$ cat config.mk
export PLATFORM = sky130hd
export DESIGN_NAME = video_crop_top
export DESIGN_NICKNAME = d
export VERILOG_FILES = /design/src/hdl/crop_key_pkg.sv /design/src/hdl/video_timing_pkg.sv /design/src/hdl/beam_counter.sv /design/src/hdl/blank_measure.sv /design/src/hdl/crop_key_fsm.sv /design/src/hdl/crop_window.sv /design/src/hdl/screen_info.sv /design/src/hdl/video_crop_top.sv
export SDC_FILE = /design/constraint.sdc
export NUM_CORES = 1
export LEC_CHECK = 0
export ABC_AREA = 0
export CAP_MARGIN = 20
export CORE_MARGIN = 1.5
export CORE_UTILIZATION = 40
export CTS_CLUSTER_SIZE = 14
export DETAILED_ROUTE_END_ITERATION = 8
export DONT_BUFFER_PORTS = 1
export SLEW_MARGIN = 40
export SYNTH_ARGS = -nofsm -noshare
export SYNTH_HDL_FRONTEND = slang
export SYNTH_HIERARCHICAL = 1
export SYNTH_SLANG_ARGS = --single-unit
export TNS_END_PERCENT = 100
$ cat constraint.sdc
create_clock -name clk_28 -period 2.49 [get_ports clk_28]
set_input_delay 0.3735 -clock clk_28 [delete_from_list [all_inputs] [get_ports clk_28]]
set_output_delay 0.3735 -clock clk_28 [all_outputs]
set_load 0.02 [all_outputs]
$ cat src/hdl/crop_key_pkg.sv
////////////////////////////////////////
// crop key definitions
// scan codes, modifier state and step sizes
////////////////////////////////////////

package crop_key_pkg;

	// scan codes taken by the crop adjust logic
	typedef enum logic [7:0] {
		KEY_CLEAR    = 8'h41, // backspace
		KEY_UP       = 8'h4C,
		KEY_DOWN     = 8'h4D,
		KEY_RIGHT    = 8'h4E,
		KEY_LEFT     = 8'h4F,
		KEY_ALT_L    = 8'h64,
		KEY_ALT_R    = 8'h65,
		KEY_ALT_L_UP = 8'hE4, // release codes carry bit 7
		KEY_ALT_R_UP = 8'hE5
	} key_code_e;

	// near edge is top/left, far edge is bottom/right
	typedef enum logic {MOD_NEAR = 1'b0, MOD_FAR = 1'b1} mod_state_e;

	localparam int V_STEP = 1; // lines per key
	localparam int H_STEP = 4; // pixels per key

endpackage

$ cat src/hdl/video_timing_pkg.sv
////////////////////////////////////////
// video timing definitions
// beam counter width, blank margins and snapshot field widths
////////////////////////////////////////

package video_timing_pkg;

	////////////////////////////////////////
	// beam position

	// enough for 4095 pixels per line or lines per frame
	localparam int CNT_W = 12;

	// positions, measured sizes and crop offsets
	typedef logic [CNT_W-1:0] beam_cnt_t;

	////////////////////////////////////////
	// forced blank margins

	localparam int H_FORCE_DEF = 8; // pixels at each end of a line
	localparam int V_FORCE_DEF = 3; // lines at each end of a frame

	////////////////////////////////////////
	// host snapshot fields

	localparam int RES_W = 2; // resolution code from the video source
	localparam int FLG_W = 7; // mode change counter, wraps

endpackage

$ cat src/hdl/beam_counter.sv
////////////////////////////////////////
// beam counter
// pixel and line position plus sync and blank edge pulses
////////////////////////////////////////
`timescale 1ns/10ps

module beam_counter #(
	parameter int CNT_W = video_timing_pkg::CNT_W
) (
	input  logic             clk_28,
	input  logic             arst_n,
	input  logic             hsync_n,
	input  logic             vsync_n,
	input  logic             hblank,
	input  logic             vblank,
	output logic [CNT_W-1:0] hcnt,
	output logic [CNT_W-1:0] vcnt,
	output logic             hs_fall,
	output logic             hbl_rise,
	output logic             hbl_fall,
	output logic             vbl_rise,
	output logic             vbl_fall
);

	logic hs_q;  // registered input levels
	logic vs_q;
	logic hbl_q;
	logic vbl_q;

	////////////////////////////////////////
	// edge detection

	always_ff @(posedge clk_28 or negedge arst_n) begin
		if (!arst_n) begin
			hs_q     <= 1'b1;
			vs_q     <= 1'b1;
			hbl_q    <= 1'b0;
			vbl_q    <= 1'b0;
			hs_fall  <= 1'b0;
			hbl_rise <= 1'b0;
			hbl_fall <= 1'b0;
			vbl_rise <= 1'b0;
			vbl_fall <= 1'b0;
		end else begin
			hs_q     <= hsync_n;
			vs_q     <= vsync_n;
			hbl_q    <= hblank;
			vbl_q    <= vblank;
			hs_fall  <= hs_q & ~hsync_n;
			hbl_rise <= ~hbl_q & hblank;
			hbl_fall <= hbl_q & ~hblank;
			vbl_rise <= ~vbl_q & vblank;
			vbl_fall <= vbl_q & ~vblank;
		end
	end

	////////////////////////////////////////
	// beam position

	// hcnt still holds the full line count during the hs_fall pulse
	always_ff @(posedge clk_28 or negedge arst_n) begin
		if (!arst_n) begin
			hcnt <= '0;
			vcnt <= '0;
		end else begin
			if (!hs_q) hcnt <= '0;
			else       hcnt <= hcnt + 1'b1;

			if (!vs_q)        vcnt <= '0;
			else if (hs_fall) vcnt <= vcnt + 1'b1; // one line per hsync
		end
	end

endmodule

$ cat src/hdl/blank_measure.sv
////////////////////////////////////////
// blank measure
// latches source blank positions, line and frame length, picture size
////////////////////////////////////////
`timescale 1ns/10ps

module blank_measure #(
	parameter int CNT_W = video_timing_pkg::CNT_W
) (
	input  logic             clk_28,
	input  logic             arst_n,
	input  logic [CNT_W-1:0] hcnt,
	input  logic [CNT_W-1:0] vcnt,
	input  logic             hs_fall,
	input  logic             hbl_rise,
	input  logic             hbl_fall,
	input  logic             vbl_rise,
	input  logic             vbl_fall,
	output logic [CNT_W-1:0] h_start,
	output logic [CNT_W-1:0] h_end,
	output logic [CNT_W-1:0] h_max,
	output logic [CNT_W-1:0] v_start,
	output logic [CNT_W-1:0] v_end,
	output logic [CNT_W-1:0] v_max,
	output logic [CNT_W-1:0] hsize,
	output logic [CNT_W-1:0] vsize
);

	logic [CNT_W-1:0] vcnt_q; // previous line count

	always_ff @(posedge clk_28 or negedge arst_n) begin
		if (!arst_n) begin
			h_start <= '0;
			h_end   <= '0;
			h_max   <= '0;
			v_start <= '0;
			v_end   <= '0;
			v_max   <= '0;
			hsize   <= '0;
			vsize   <= '0;
			vcnt_q  <= '0;
		end else begin
			vcnt_q <= vcnt;

			////////////////////////////////////////
			// horizontal

			if (hbl_fall) h_start <= hcnt; // first active pixel
			if (hbl_rise) begin
				h_end <= hcnt;
				hsize <= hcnt - h_start;
			end
			if (hs_fall) h_max <= hcnt;

			////////////////////////////////////////
			// vertical

			if (vbl_fall) v_start <= vcnt;
			if (vbl_rise) begin
				v_end <= vcnt;
				vsize <= vcnt - v_start;
			end

			// vsync falling clears vcnt, so the last value is the frame length
			if (vcnt == '0 && vcnt_q != '0) v_max <= vcnt_q;
		end
	end

endmodule

$ cat src/hdl/crop_key_fsm.sv
////////////////////////////////////////
// crop key FSM
// turns key strobes into crop offset steps
////////////////////////////////////////
`timescale 1ns/10ps

module crop_key_fsm #(
	parameter int CNT_W = video_timing_pkg::CNT_W
) (
	input  logic             clk_28,
	input  logic             arst_n,
	input  logic             key_stb,
	input  logic [7:0]       key_code,
	output logic [CNT_W-1:0] vbl_t,
	output logic [CNT_W-1:0] vbl_b,
	output logic [CNT_W-1:0] hbl_l,
	output logic [CNT_W-1:0] hbl_r
);

	import crop_key_pkg::*;

	localparam logic [CNT_W-1:0] V_INC = CNT_W'(V_STEP);
	localparam logic [CNT_W-1:0] H_INC = CNT_W'(H_STEP);

	logic       stb_q;
	logic       take; // rising edge of the strobe
	key_code_e  code;
	mod_state_e mod_q;

	assign take = key_stb & ~stb_q;
	assign code = key_code_e'(key_code);

	always_ff @(posedge clk_28 or negedge arst_n) begin
		if (!arst_n) begin
			stb_q <= 1'b0;
			mod_q <= MOD_NEAR;
			vbl_t <= '0;
			vbl_b <= '0;
			hbl_l <= '0;
			hbl_r <= '0;
		end else begin
			stb_q <= key_stb;
			if (take) begin
				case (code)
					KEY_CLEAR: begin
						vbl_t <= '0;
						vbl_b <= '0;
						hbl_l <= '0;
						hbl_r <= '0;
					end
					KEY_UP: begin
						if (mod_q == MOD_FAR) vbl_b <= vbl_b + V_INC;
						else                  vbl_t <= vbl_t + V_INC;
					end
					KEY_DOWN: begin
						if (mod_q == MOD_FAR) vbl_b <= vbl_b - V_INC;
						else                  vbl_t <= vbl_t - V_INC;
					end
					KEY_LEFT: begin
						if (mod_q == MOD_FAR) hbl_r <= hbl_r + H_INC;
						else                  hbl_l <= hbl_l + H_INC;
					end
					KEY_RIGHT: begin
						if (mod_q == MOD_FAR) hbl_r <= hbl_r - H_INC;
						else                  hbl_l <= hbl_l - H_INC;
					end
					KEY_ALT_L, KEY_ALT_R:       mod_q <= MOD_FAR;  // alt held
					KEY_ALT_L_UP, KEY_ALT_R_UP: mod_q <= MOD_NEAR; // alt released
					default: ; // other keys belong to someone else
				endcase
			end
		end
	end

endmodule

$ cat src/hdl/crop_window.sv
////////////////////////////////////////
// crop window
// shifted and forced blank flags, registered data enable
////////////////////////////////////////
`timescale 1ns/10ps

module crop_window #(
	parameter int CNT_W   = video_timing_pkg::CNT_W,
	parameter int H_FORCE = video_timing_pkg::H_FORCE_DEF,
	parameter int V_FORCE = video_timing_pkg::V_FORCE_DEF
) (
	input  logic             clk_28,
	input  logic             arst_n,
	input  logic             hsync_n,
	input  logic             vsync_n,
	input  logic [CNT_W-1:0] hcnt,
	input  logic [CNT_W-1:0] vcnt,
	input  logic [CNT_W-1:0] h_start,
	input  logic [CNT_W-1:0] h_end,
	input  logic [CNT_W-1:0] h_max,
	input  logic [CNT_W-1:0] v_start,
	input  logic [CNT_W-1:0] v_end,
	input  logic [CNT_W-1:0] v_max,
	input  logic [CNT_W-1:0] vbl_t,
	input  logic [CNT_W-1:0] vbl_b,
	input  logic [CNT_W-1:0] hbl_l,
	input  logic [CNT_W-1:0] hbl_r,
	output logic             de
);

	localparam logic [CNT_W-1:0] H_MARGIN = CNT_W'(H_FORCE);
	localparam logic [CNT_W-1:0] V_MARGIN = CNT_W'(V_FORCE);

	logic [CNT_W-1:0] h_open, h_close, h_fclose; // compare points, wrap at CNT_W
	logic [CNT_W-1:0] v_open, v_close, v_fclose;
	logic             shbl, fhbl, svbl, fvbl;    // shifted and forced blank
	logic             line_blank, frame_blank;
	logic             lbl_q;

	assign h_open   = h_start + hbl_l - CNT_W'(2);
	assign h_close  = h_end + hbl_r - CNT_W'(2);
	assign h_fclose = h_max - H_MARGIN;
	assign v_open   = v_start + vbl_t - CNT_W'(1);
	assign v_close  = v_end + vbl_b - CNT_W'(1);
	assign v_fclose = v_max - V_MARGIN;

	assign line_blank  = fhbl | shbl | ~hsync_n;
	assign frame_blank = fvbl | svbl | ~vsync_n;

	always_ff @(posedge clk_28 or negedge arst_n) begin
		if (!arst_n) begin
			shbl  <= 1'b1;
			fhbl  <= 1'b1;
			svbl  <= 1'b1;
			fvbl  <= 1'b1;
			lbl_q <= 1'b1;
			de    <= 1'b0;
		end else begin
			if (hcnt == h_open)   shbl <= 1'b0;
			if (hcnt == h_close)  shbl <= 1'b1;
			if (hcnt == H_MARGIN) fhbl <= 1'b0; // keep off the hsync edges
			if (hcnt == h_fclose) fhbl <= 1'b1;

			lbl_q <= line_blank;

			// vertical flags move only when the line window opens
			if (lbl_q & ~line_blank) begin
				if (vcnt == v_open)   svbl <= 1'b0;
				if (vcnt == v_close)  svbl <= 1'b1;
				if (vcnt == V_MARGIN) fvbl <= 1'b0;
				if (vcnt == v_fclose) fvbl <= 1'b1;
			end

			// delayed line blank so a line sees one frame blank value
			de <= ~(lbl_q | frame_blank);
		end
	end

endmodule

$ cat src/hdl/screen_info.sv
////////////////////////////////////////
// screen info
// per-frame snapshot for the host plus mode change counter
////////////////////////////////////////
`timescale 1ns/10ps

module screen_info #(
	parameter int CNT_W = video_timing_pkg::CNT_W
) (
	input  logic                                clk_28,
	input  logic                                arst_n,
	input  logic                                vbl_fall,
	input  logic [CNT_W-1:0]                    vbl_t,
	input  logic [CNT_W-1:0]                    vbl_b,
	input  logic [CNT_W-1:0]                    hbl_l,
	input  logic [CNT_W-1:0]                    hbl_r,
	input  logic [CNT_W-1:0]                    hsize,
	input  logic [CNT_W-1:0]                    vsize,
	input  logic [video_timing_pkg::RES_W-1:0] res,
	output logic [CNT_W-1:0]                    scr_vbl_t,
	output logic [CNT_W-1:0]                    scr_vbl_b,
	output logic [CNT_W-1:0]                    scr_hbl_l,
	output logic [CNT_W-1:0]                    scr_hbl_r,
	output logic [CNT_W-1:0]                    scr_hsize,
	output logic [CNT_W-1:0]                    scr_vsize,
	output logic [video_timing_pkg::RES_W-1:0] scr_res,
	output logic [video_timing_pkg::FLG_W-1:0] scr_flg
);

	logic mode_chg; // new mode against the last snapshot

	assign mode_chg = (res != scr_res) || (hsize != scr_hsize) || (vsize != scr_vsize);

	always_ff @(posedge clk_28 or negedge arst_n) begin
		if (!arst_n) begin
			scr_vbl_t <= '0;
			scr_vbl_b <= '0;
			scr_hbl_l <= '0;
			scr_hbl_r <= '0;
			scr_hsize <= '0;
			scr_vsize <= '0;
			scr_res   <= '0;
			scr_flg   <= '0;
		end else if (vbl_fall) begin // once per frame
			scr_vbl_t <= vbl_t;
			scr_vbl_b <= vbl_b;
			scr_hbl_l <= hbl_l;
			scr_hbl_r <= hbl_r;
			scr_hsize <= hsize;
			scr_vsize <= vsize;
			scr_res   <= res;
			if (mode_chg) scr_flg <= scr_flg + 1'b1;
		end
	end

endmodule

$ cat src/hdl/video_crop_top.sv
////////////////////////////////////////
// video crop top
// beam counting, blank measurement, key crop and host snapshot
////////////////////////////////////////
`timescale 1ns/10ps

module video_crop_top #(
	parameter int CNT_W   = video_timing_pkg::CNT_W,
	parameter int H_FORCE = video_timing_pkg::H_FORCE_DEF,
	parameter int V_FORCE = video_timing_pkg::V_FORCE_DEF
) (
	input  logic                                clk_28,
	input  logic                                arst_n,
	input  logic                                hsync_n,
	input  logic                                vsync_n,
	input  logic                                hblank,
	input  logic                                vblank,
	input  logic [video_timing_pkg::RES_W-1:0] res,
	input  logic                                key_stb,
	input  logic [7:0]                          key_code,
	output logic                                de,
	output video_timing_pkg::beam_cnt_t         scr_vbl_t,
	output video_timing_pkg::beam_cnt_t         scr_vbl_b,
	output video_timing_pkg::beam_cnt_t         scr_hbl_l,
	output video_timing_pkg::beam_cnt_t         scr_hbl_r,
	output video_timing_pkg::beam_cnt_t         scr_hsize,
	output video_timing_pkg::beam_cnt_t         scr_vsize,
	output logic [video_timing_pkg::RES_W-1:0] scr_res,
	output logic [video_timing_pkg::FLG_W-1:0] scr_flg
);

	logic [CNT_W-1:0] hcnt, vcnt;
	logic             hs_fall, hbl_rise, hbl_fall, vbl_rise, vbl_fall;
	logic [CNT_W-1:0] h_start, h_end, h_max, v_start, v_end, v_max;
	logic [CNT_W-1:0] hsize, vsize;
	logic [CNT_W-1:0] vbl_t, vbl_b, hbl_l, hbl_r; // live crop offsets

	beam_counter #(.CNT_W(CNT_W)) beam_i (
		.clk_28, .arst_n, .hsync_n, .vsync_n, .hblank, .vblank,
		.hcnt, .vcnt, .hs_fall, .hbl_rise, .hbl_fall, .vbl_rise, .vbl_fall
	);

	blank_measure #(.CNT_W(CNT_W)) measure_i (
		.clk_28, .arst_n, .hcnt, .vcnt,
		.hs_fall, .hbl_rise, .hbl_fall, .vbl_rise, .vbl_fall,
		.h_start, .h_end, .h_max, .v_start, .v_end, .v_max, .hsize, .vsize
	);

	crop_key_fsm #(.CNT_W(CNT_W)) key_i (
		.clk_28, .arst_n, .key_stb, .key_code, .vbl_t, .vbl_b, .hbl_l, .hbl_r
	);

	crop_window #(.CNT_W(CNT_W), .H_FORCE(H_FORCE), .V_FORCE(V_FORCE)) window_i (
		.clk_28, .arst_n, .hsync_n, .vsync_n, .hcnt, .vcnt,
		.h_start, .h_end, .h_max, .v_start, .v_end, .v_max,
		.vbl_t, .vbl_b, .hbl_l, .hbl_r, .de
	);

	screen_info #(.CNT_W(CNT_W)) info_i (
		.clk_28, .arst_n, .vbl_fall, .vbl_t, .vbl_b, .hbl_l, .hbl_r,
		.hsize, .vsize, .res,
		.scr_vbl_t, .scr_vbl_b, .scr_hbl_l, .scr_hbl_r,
		.scr_hsize, .scr_vsize, .scr_res, .scr_flg
	);

endmodule

Yosys cells after proc, flatten, opt, wreduce, memory -nomap -nowiden

Cells that the tools add are included.

Add/subtract/negate cells: 23
Equality and inequality tests: 29
Muxes and demuxes: 24
Bitwise logic cells: 21
Reductions and logical operators: 22

Operators by type and width:

| kind                                               | number |
|---|---|
| one-hot mux 12 bit (3 select lines)                | 4 |
| two-way mux 12 bit                                 | 11 |
| == test 12 bit                                     | 6 |
| == test 8 x 7 -> 1 bit, second input constant      | 7 |
| adder 12 x 1 -> 12 bit, second input constant      | 4 |
| adder 12 bit                                       | 4 |
| subtractor 12 x 1 -> 12 bit, second input constant | 4 |
| subtractor 12 x 2 -> 12 bit, second input constant | 3 |
| adder 12 x 3 -> 12 bit, second input constant      | 2 |
| != test 12 bit                                     | 2 |
| subtractor 12 bit                                  | 2 |
| subtractor 12 x 3 -> 12 bit, second input constant | 2 |
| == test 8 bit, second input constant               | 2 |
| AND reduction 4 bit                                | 4 |
| == test 12 x 2 -> 1 bit, second input constant     | 1 |
| == test 12 x 4 -> 1 bit, second input constant     | 1 |
| zero test 12 bit                                   | 1 |
| nonzero test 12 bit                                | 1 |
| subtractor 12 x 4 -> 12 bit, second input constant | 1 |
| != test 2 x 1 -> 1 bit, second input constant      | 5 |
| nonzero test 2 bit                                 | 5 |
| inverter 1 bit                                     | 9 |
| two-way mux 1 bit                                  | 8 |
| != test 2 bit, second input constant               | 4 |
| 10 further kinds                                   | 26 |

Register bits after elaboration: 278
Input port bits: 17
Output and inout port bits: 82
Logic and storage cells: 159

Longest topological paths before layout

Depth in word-level cells: 5
Mapped depth: 14

By module

Netlist, hierarchy kept.

Modules (own cells, without submodules):

| module        | instances | cells each | area each (um^2) | seq. area each (um^2) |
|---|---|---|---|---|
| blank_measure | 1         | 418        | 4984.8           | 2702.6 |
| crop_window   | 1         | 621        | 4411.7           | 156.4 |
| crop_key_fsm  | 1         | 411        | 3505.9           | 1151.1 |
| screen_info   | 1         | 216        | 3333.2           | 2026.9 |
| beam_counter  | 1         | 127        | 1422.6           | 828.3 |

Worst setup path after synthesis

Ideal clock, no wire load.

Path type: in2reg
From: input port key_code[4]
To: register key_i.hbl_r[11]
Data arrival time: 3274 ps
Required time: 2407 ps
Setup slack: -867 ps
Stages on the path: 10
Path buffers: 0
Cells stage by stage: nor4b_1 -> nand3_1 -> inv_1 -> ha_1 -> a2111oi_0 -> o211ai_1 -> a2111oi_0 -> nor3_1 -> or3_1 -> o21ai_0

Word-level cells in the longest chain between the ends: 3
Elaborated cells between the ends (all ways): 8

RTL lines:

| element                                                                       | RTL line             | RTL |
|---|---|---|
| start: declaration                                                            | video_crop_top.sv:20 | `input logic [7:0] key_code,` |
| == test 8 x 7 -> 1 bit                                                        | crop_key_fsm.sv:44   | `case (code)` |
| != test 2 x 1 -> 1 bit (no source line) or nonzero test 3 bit (tied branches) | --                   |  |
| AND reduction 4 bit (no source line)                                          | --                   |  |
| end signal: assignment                                                        | crop_key_fsm.sv:60   | `if (mod_q == MOD_FAR) hbl_r <= hbl_r + H_INC;` |
| end signal: assignment                                                        | crop_key_fsm.sv:64   | `if (mod_q == MOD_FAR) hbl_r <= hbl_r - H_INC;` |
| end: declaration                                                              | crop_key_fsm.sv:17   | `output logic [CNT_W-1:0] hbl_r` |

Parallel ways exist; a longest one is shown, timed or not.
A chain may end at the register's enable or synchronous reset.

Final worst setup path

From: register measure_i.v_start[1]
To: register window_i.svbl

Word-level cells in the longest chain between the ends: 5

RTL lines:

| element                              | RTL line            | RTL |
|---|---|---|
| start: declaration                   | blank_measure.sv:22 | `output logic [CNT_W-1:0] v_start,` |
| start signal: assignment             | blank_measure.sv:58 | `if (vbl_fall) v_start <= vcnt;` |
| adder 12 bit                         | crop_window.sv:43   | `assign v_open = v_start + vbl_t - CNT_W'(1);` |
| subtractor 12 x 1 -> 12 bit          | crop_window.sv:43   |  |
| == test 12 bit                       | crop_window.sv:68   | `if (vcnt == v_open) svbl <= 1'b0;` |
| nonzero test 2 bit (no source line)  | --                  |  |
| AND reduction 2 bit (no source line) | --                  |  |
| end signal: assignment               | crop_window.sv:54   | `svbl <= 1'b1;` |
| end signal: assignment               | crop_window.sv:68   |  |
| end signal: assignment               | crop_window.sv:69   | `if (vcnt == v_close) svbl <= 1'b1;` |
| end: declaration                     | crop_window.sv:36   | `logic shbl, fhbl, svbl, fvbl;` |

Every way passes these cells.

==> results.py <==
metrics = {
    "pwr": {
        "leakage_nw": 9.65,
        "intPower_mw": 8.73,
        "power_frac_comb": 0.156,
        "powerDensity_nw_per_um2": 589,
        "switchingPower_mw": 3.51,
        "p_sw_frac": 0.287,
        "power_frac_seq": 0.447,
        "clock_power_share": 0.398,
        "peakVddDrop_mv": 0.559,
    },
    "floorplanning": {
        "die_w_um": 213,
        "start_util": 0.407,
        "fp.dieArea_um2": 45400,
        "fp.coreArea_um2": 43400,
        "die_y_um": 213,
        "rows": 76,
        "ios": 99,
    },
    "status": {
        "status": "complete, but fails checks",
        "violations": "hold timing, setup timing",
    },
    "synth": {
        "yosys_warnings": 6,
        "netlist_area_um2": 17700,
        "synth_edf_count": 0,
        "ys_types": 87,
        "ys_async_sr_fraction": 1.00,
        "synth_seq_cells": 274,
        "syn_inst": 1793,
        "post_synth.cell_area_avg_um2": 9.85,
        "synth-main-ff-cell": "dfrtp_1",
        "ys_seq_area_frac": 0.389,
    },
    "grt": {
        "grt_start_max_net_pins": 275,
        "grtUsageTotal": 0.192,
        "grt_pass1_vias": 13500,
        "grt.overflow.total": 0,
        "grt_antenna_before_repair": 1,
        "grt_pass1_wl_um": 69800,
    },
    "setup_path": {
        "endpoint_kind": "register",
        "cp-start-kind": "register",
        "crit_fanout": 2,
        "cp_data_arrival_time_ns": 3.38,
        "critical_path_class": "register to register",
        "reg2reg_slack_ns": -0.37,
        "cp.required_ns": 3.01,
        "rr_endpoint": "window_i/svbl$_DFFE_PN1P_",
        "r2r_cells": 13,
        "reg2reg_from": "measure_i/v_start[1]$_DFFE_PN0P_",
    },
    "route": {
        "dr_total_vias": 13400,
        "wl_per_cell_um": 17.0,
        "drt_iter0_markers": 660,
        "drtAntennaViolNets": 0,
        "drt-total-wl_um": 43100,
        "vias_per_cell": 5.27,
        "drtPass1Iterations": 5,
        "remaining_drc_errors": 0,
    },
    "clock_tree": {
        "cts_tree": "yes",
        "cts_buffer_depth": 3,
        "cts_buffers": 31,
        "ctsHtreeMaxLevel": 1,
        "clkSinkCount": 274,
        "path_clk_slew_ns": 0.06,
        "clkLatencyLatePin_ns": 0.59,
        "holdBufCountCts": 9,
        "root_buffer": "clkbuf_16",
    },
    "sta": {
        "fin_worst_skew_ns": 0.0131,
        "drv_slew": 0,
        "worst_slew_pin_slew_ns": 0.629,
        "fmax_mhz": 350,
        "hold_slack_ns": -0.510,
        "fin_ws_ns": -0.368,
        "report.final.hold_viol_count": 274,
        "fin_crit_ns": 2.86,
        "slew_headroom": 0.581,
        "setup_violations": 1,
        "rsz0062_at_grt": "yes",
        "timing.final.crit_share": 1.15,
    },
    "layout": {
        "final_cell_mix": "dfrtp_1 (265), inv_1 (221), buf_4 (142), mux2_2 (121), ha_1 (116)",
        "layout_commonest_cell": "dfrtp_1",
        "final_cell_area_um2": 20800,
        "multiInputGateArea_um2": 10100,
        "syn_to_final_growth_pct": 17.7,
        "layout.nets": 2089,
        "fin_util": 0.479,
        "ff_latch_area_um2": 6870,
        "fillers": 4106,
        "drive_gt1_frac": 0.219,
    },
    "hold_path": {
        "min-delay-path-class": "input pin to async pin",
    },
    "placement": {
        "portBuffers": 0,
        "finalWeightedCongestion": 0.850,
        "post-place-ws_ns": -0.390,
        "dp_hpwl_um": 30900,
        "placed_cell_area_um2": 19300,
    },
    "run": {
        "max-cap-violations": 0,
    },
}
-- synth_stat cells (10+ instances only) --
cell type / count / area, um2
a211oi_1: 17 / 128
a21o_1: 16 / 120
a21oi_1: 57 / 285
a31oi_1: 16 / 100
and2_1: 15 / 93.8
and3_1: 13 / 81.3
buf_2: 10 / 50.1
clkbuf_1: 30 / 113
dfrtp_1: 267 / 6680
ha_1: 132 / 1650
inv_1: 231 / 867
mux2_2: 121 / 1360
mux2_4: 11 / 165
nand2_1: 106 / 398
nand3_1: 44 / 220
nand4_1: 26 / 163
nor2_1: 68 / 255
nor2b_1: 22 / 138
nor3_1: 48 / 240
nor4_1: 23 / 144
o211ai_1: 11 / 82.6
o21ai_0: 85 / 425
o21ai_1: 11 / 55.1
o31ai_1: 16 / 120
or3_1: 21 / 131
xnor2_1: 112 / 981
xor2_1: 70 / 613
-- worst max-delay path by stage --
stage                                        endpoint  depth (start not counted)                              from
after floorplan           key_i/vbl_b[10]$_DFFE_PN0P_                         12                       key_code[4]
after global placement      window_i/svbl$_DFFE_PN1P_                         13  measure_i/v_start[1]$_DFFE_PN0P_
after detailed placement    window_i/svbl$_DFFE_PN1P_                         13  measure_i/v_start[1]$_DFFE_PN0P_
after CTS                   window_i/svbl$_DFFE_PN1P_                         13  measure_i/v_start[1]$_DFFE_PN0P_
after global routing        window_i/svbl$_DFFE_PN1P_                         13  measure_i/v_start[1]$_DFFE_PN0P_
final                       window_i/svbl$_DFFE_PN1P_                         13  measure_i/v_start[1]$_DFFE_PN0P_
-- per-layer routing --
metal,wire length (um),track usage
met1,18900,0.240
met2,21600,0.340
met3,1610,0.0285
met4,1030,0.0587
met5,0,0
-- what timing repair did --
action / CTS / global route
pin swaps: 8 / 12
setup buffers: 1 / 4
resized for setup: 20 / 29
endpoints found under the hold margin: 289 / 274
setup endpoints to repair: 2 / 3
-- metrics by stage --
stage | total power [mW] | TNS, ns | instances
floorplan | 6.84 | -3.08 | 1796
global placement | 7.28 | -1.58 | 2470
detailed placement | 7.34 | -2.10 | 2470
CTS | 12.3 | -0.419 | 2537
global route | 12.9 | -0.597 | 2541
finish | 12.2 | -0.368 | 2542
-- power by group through the flow --
stage	clock network (mW)	logic, mW	registers [mW]
final	4.87	1.90	5.47
after floorplan	0	1.41	5.43
after global routing	5.24	2.11	5.53
after detailed placement	0	1.78	5.56
after global placement	0	1.73	5.55
after CTS	5.02	1.84	5.48
-- cell families (layout without fill, tap and decap cells) --
logic type,count (synthesis),count (layout),synth area share
compound gates,328,328,0.127
fa+ha+maj,140,140,0.103
simple gates,443,443,0.134
mux,142,142,0.0925
buf+inv,280,440,0.0619
other cells,1,5,0.000212
flops,274,274,0.389
xor+xnor,185,185,0.0930
-- critical path: stages, from the launching register on --
cell      delay [ns]
dfrtp_1         0.34
inv_1           0.05
ha_1            0.28
inv_1           0.06
ha_1            0.17
inv_1           0.05
fa_1            0.45
xnor2_1         0.15
nor3_2          0.12
nand3b_1        0.10
or4b_4          0.50
nor4_4          0.14
a41oi_1         0.17
a31o_1          0.21
-- layout make-up --
cell class / instances / share of cell area
clock buffer: 41 / 0.0425
inverter: 231 / 0.0421
timing repair buffer: 152 / 0.0566
sequential: 274 / 0.330
antenna: 1 / 0.000120
multi-input combinational: 1242 / 0.483
clock inverter: 16 / 0.00963
tap: 585 / 0.0352
Power figures use the tool's default switching activity.
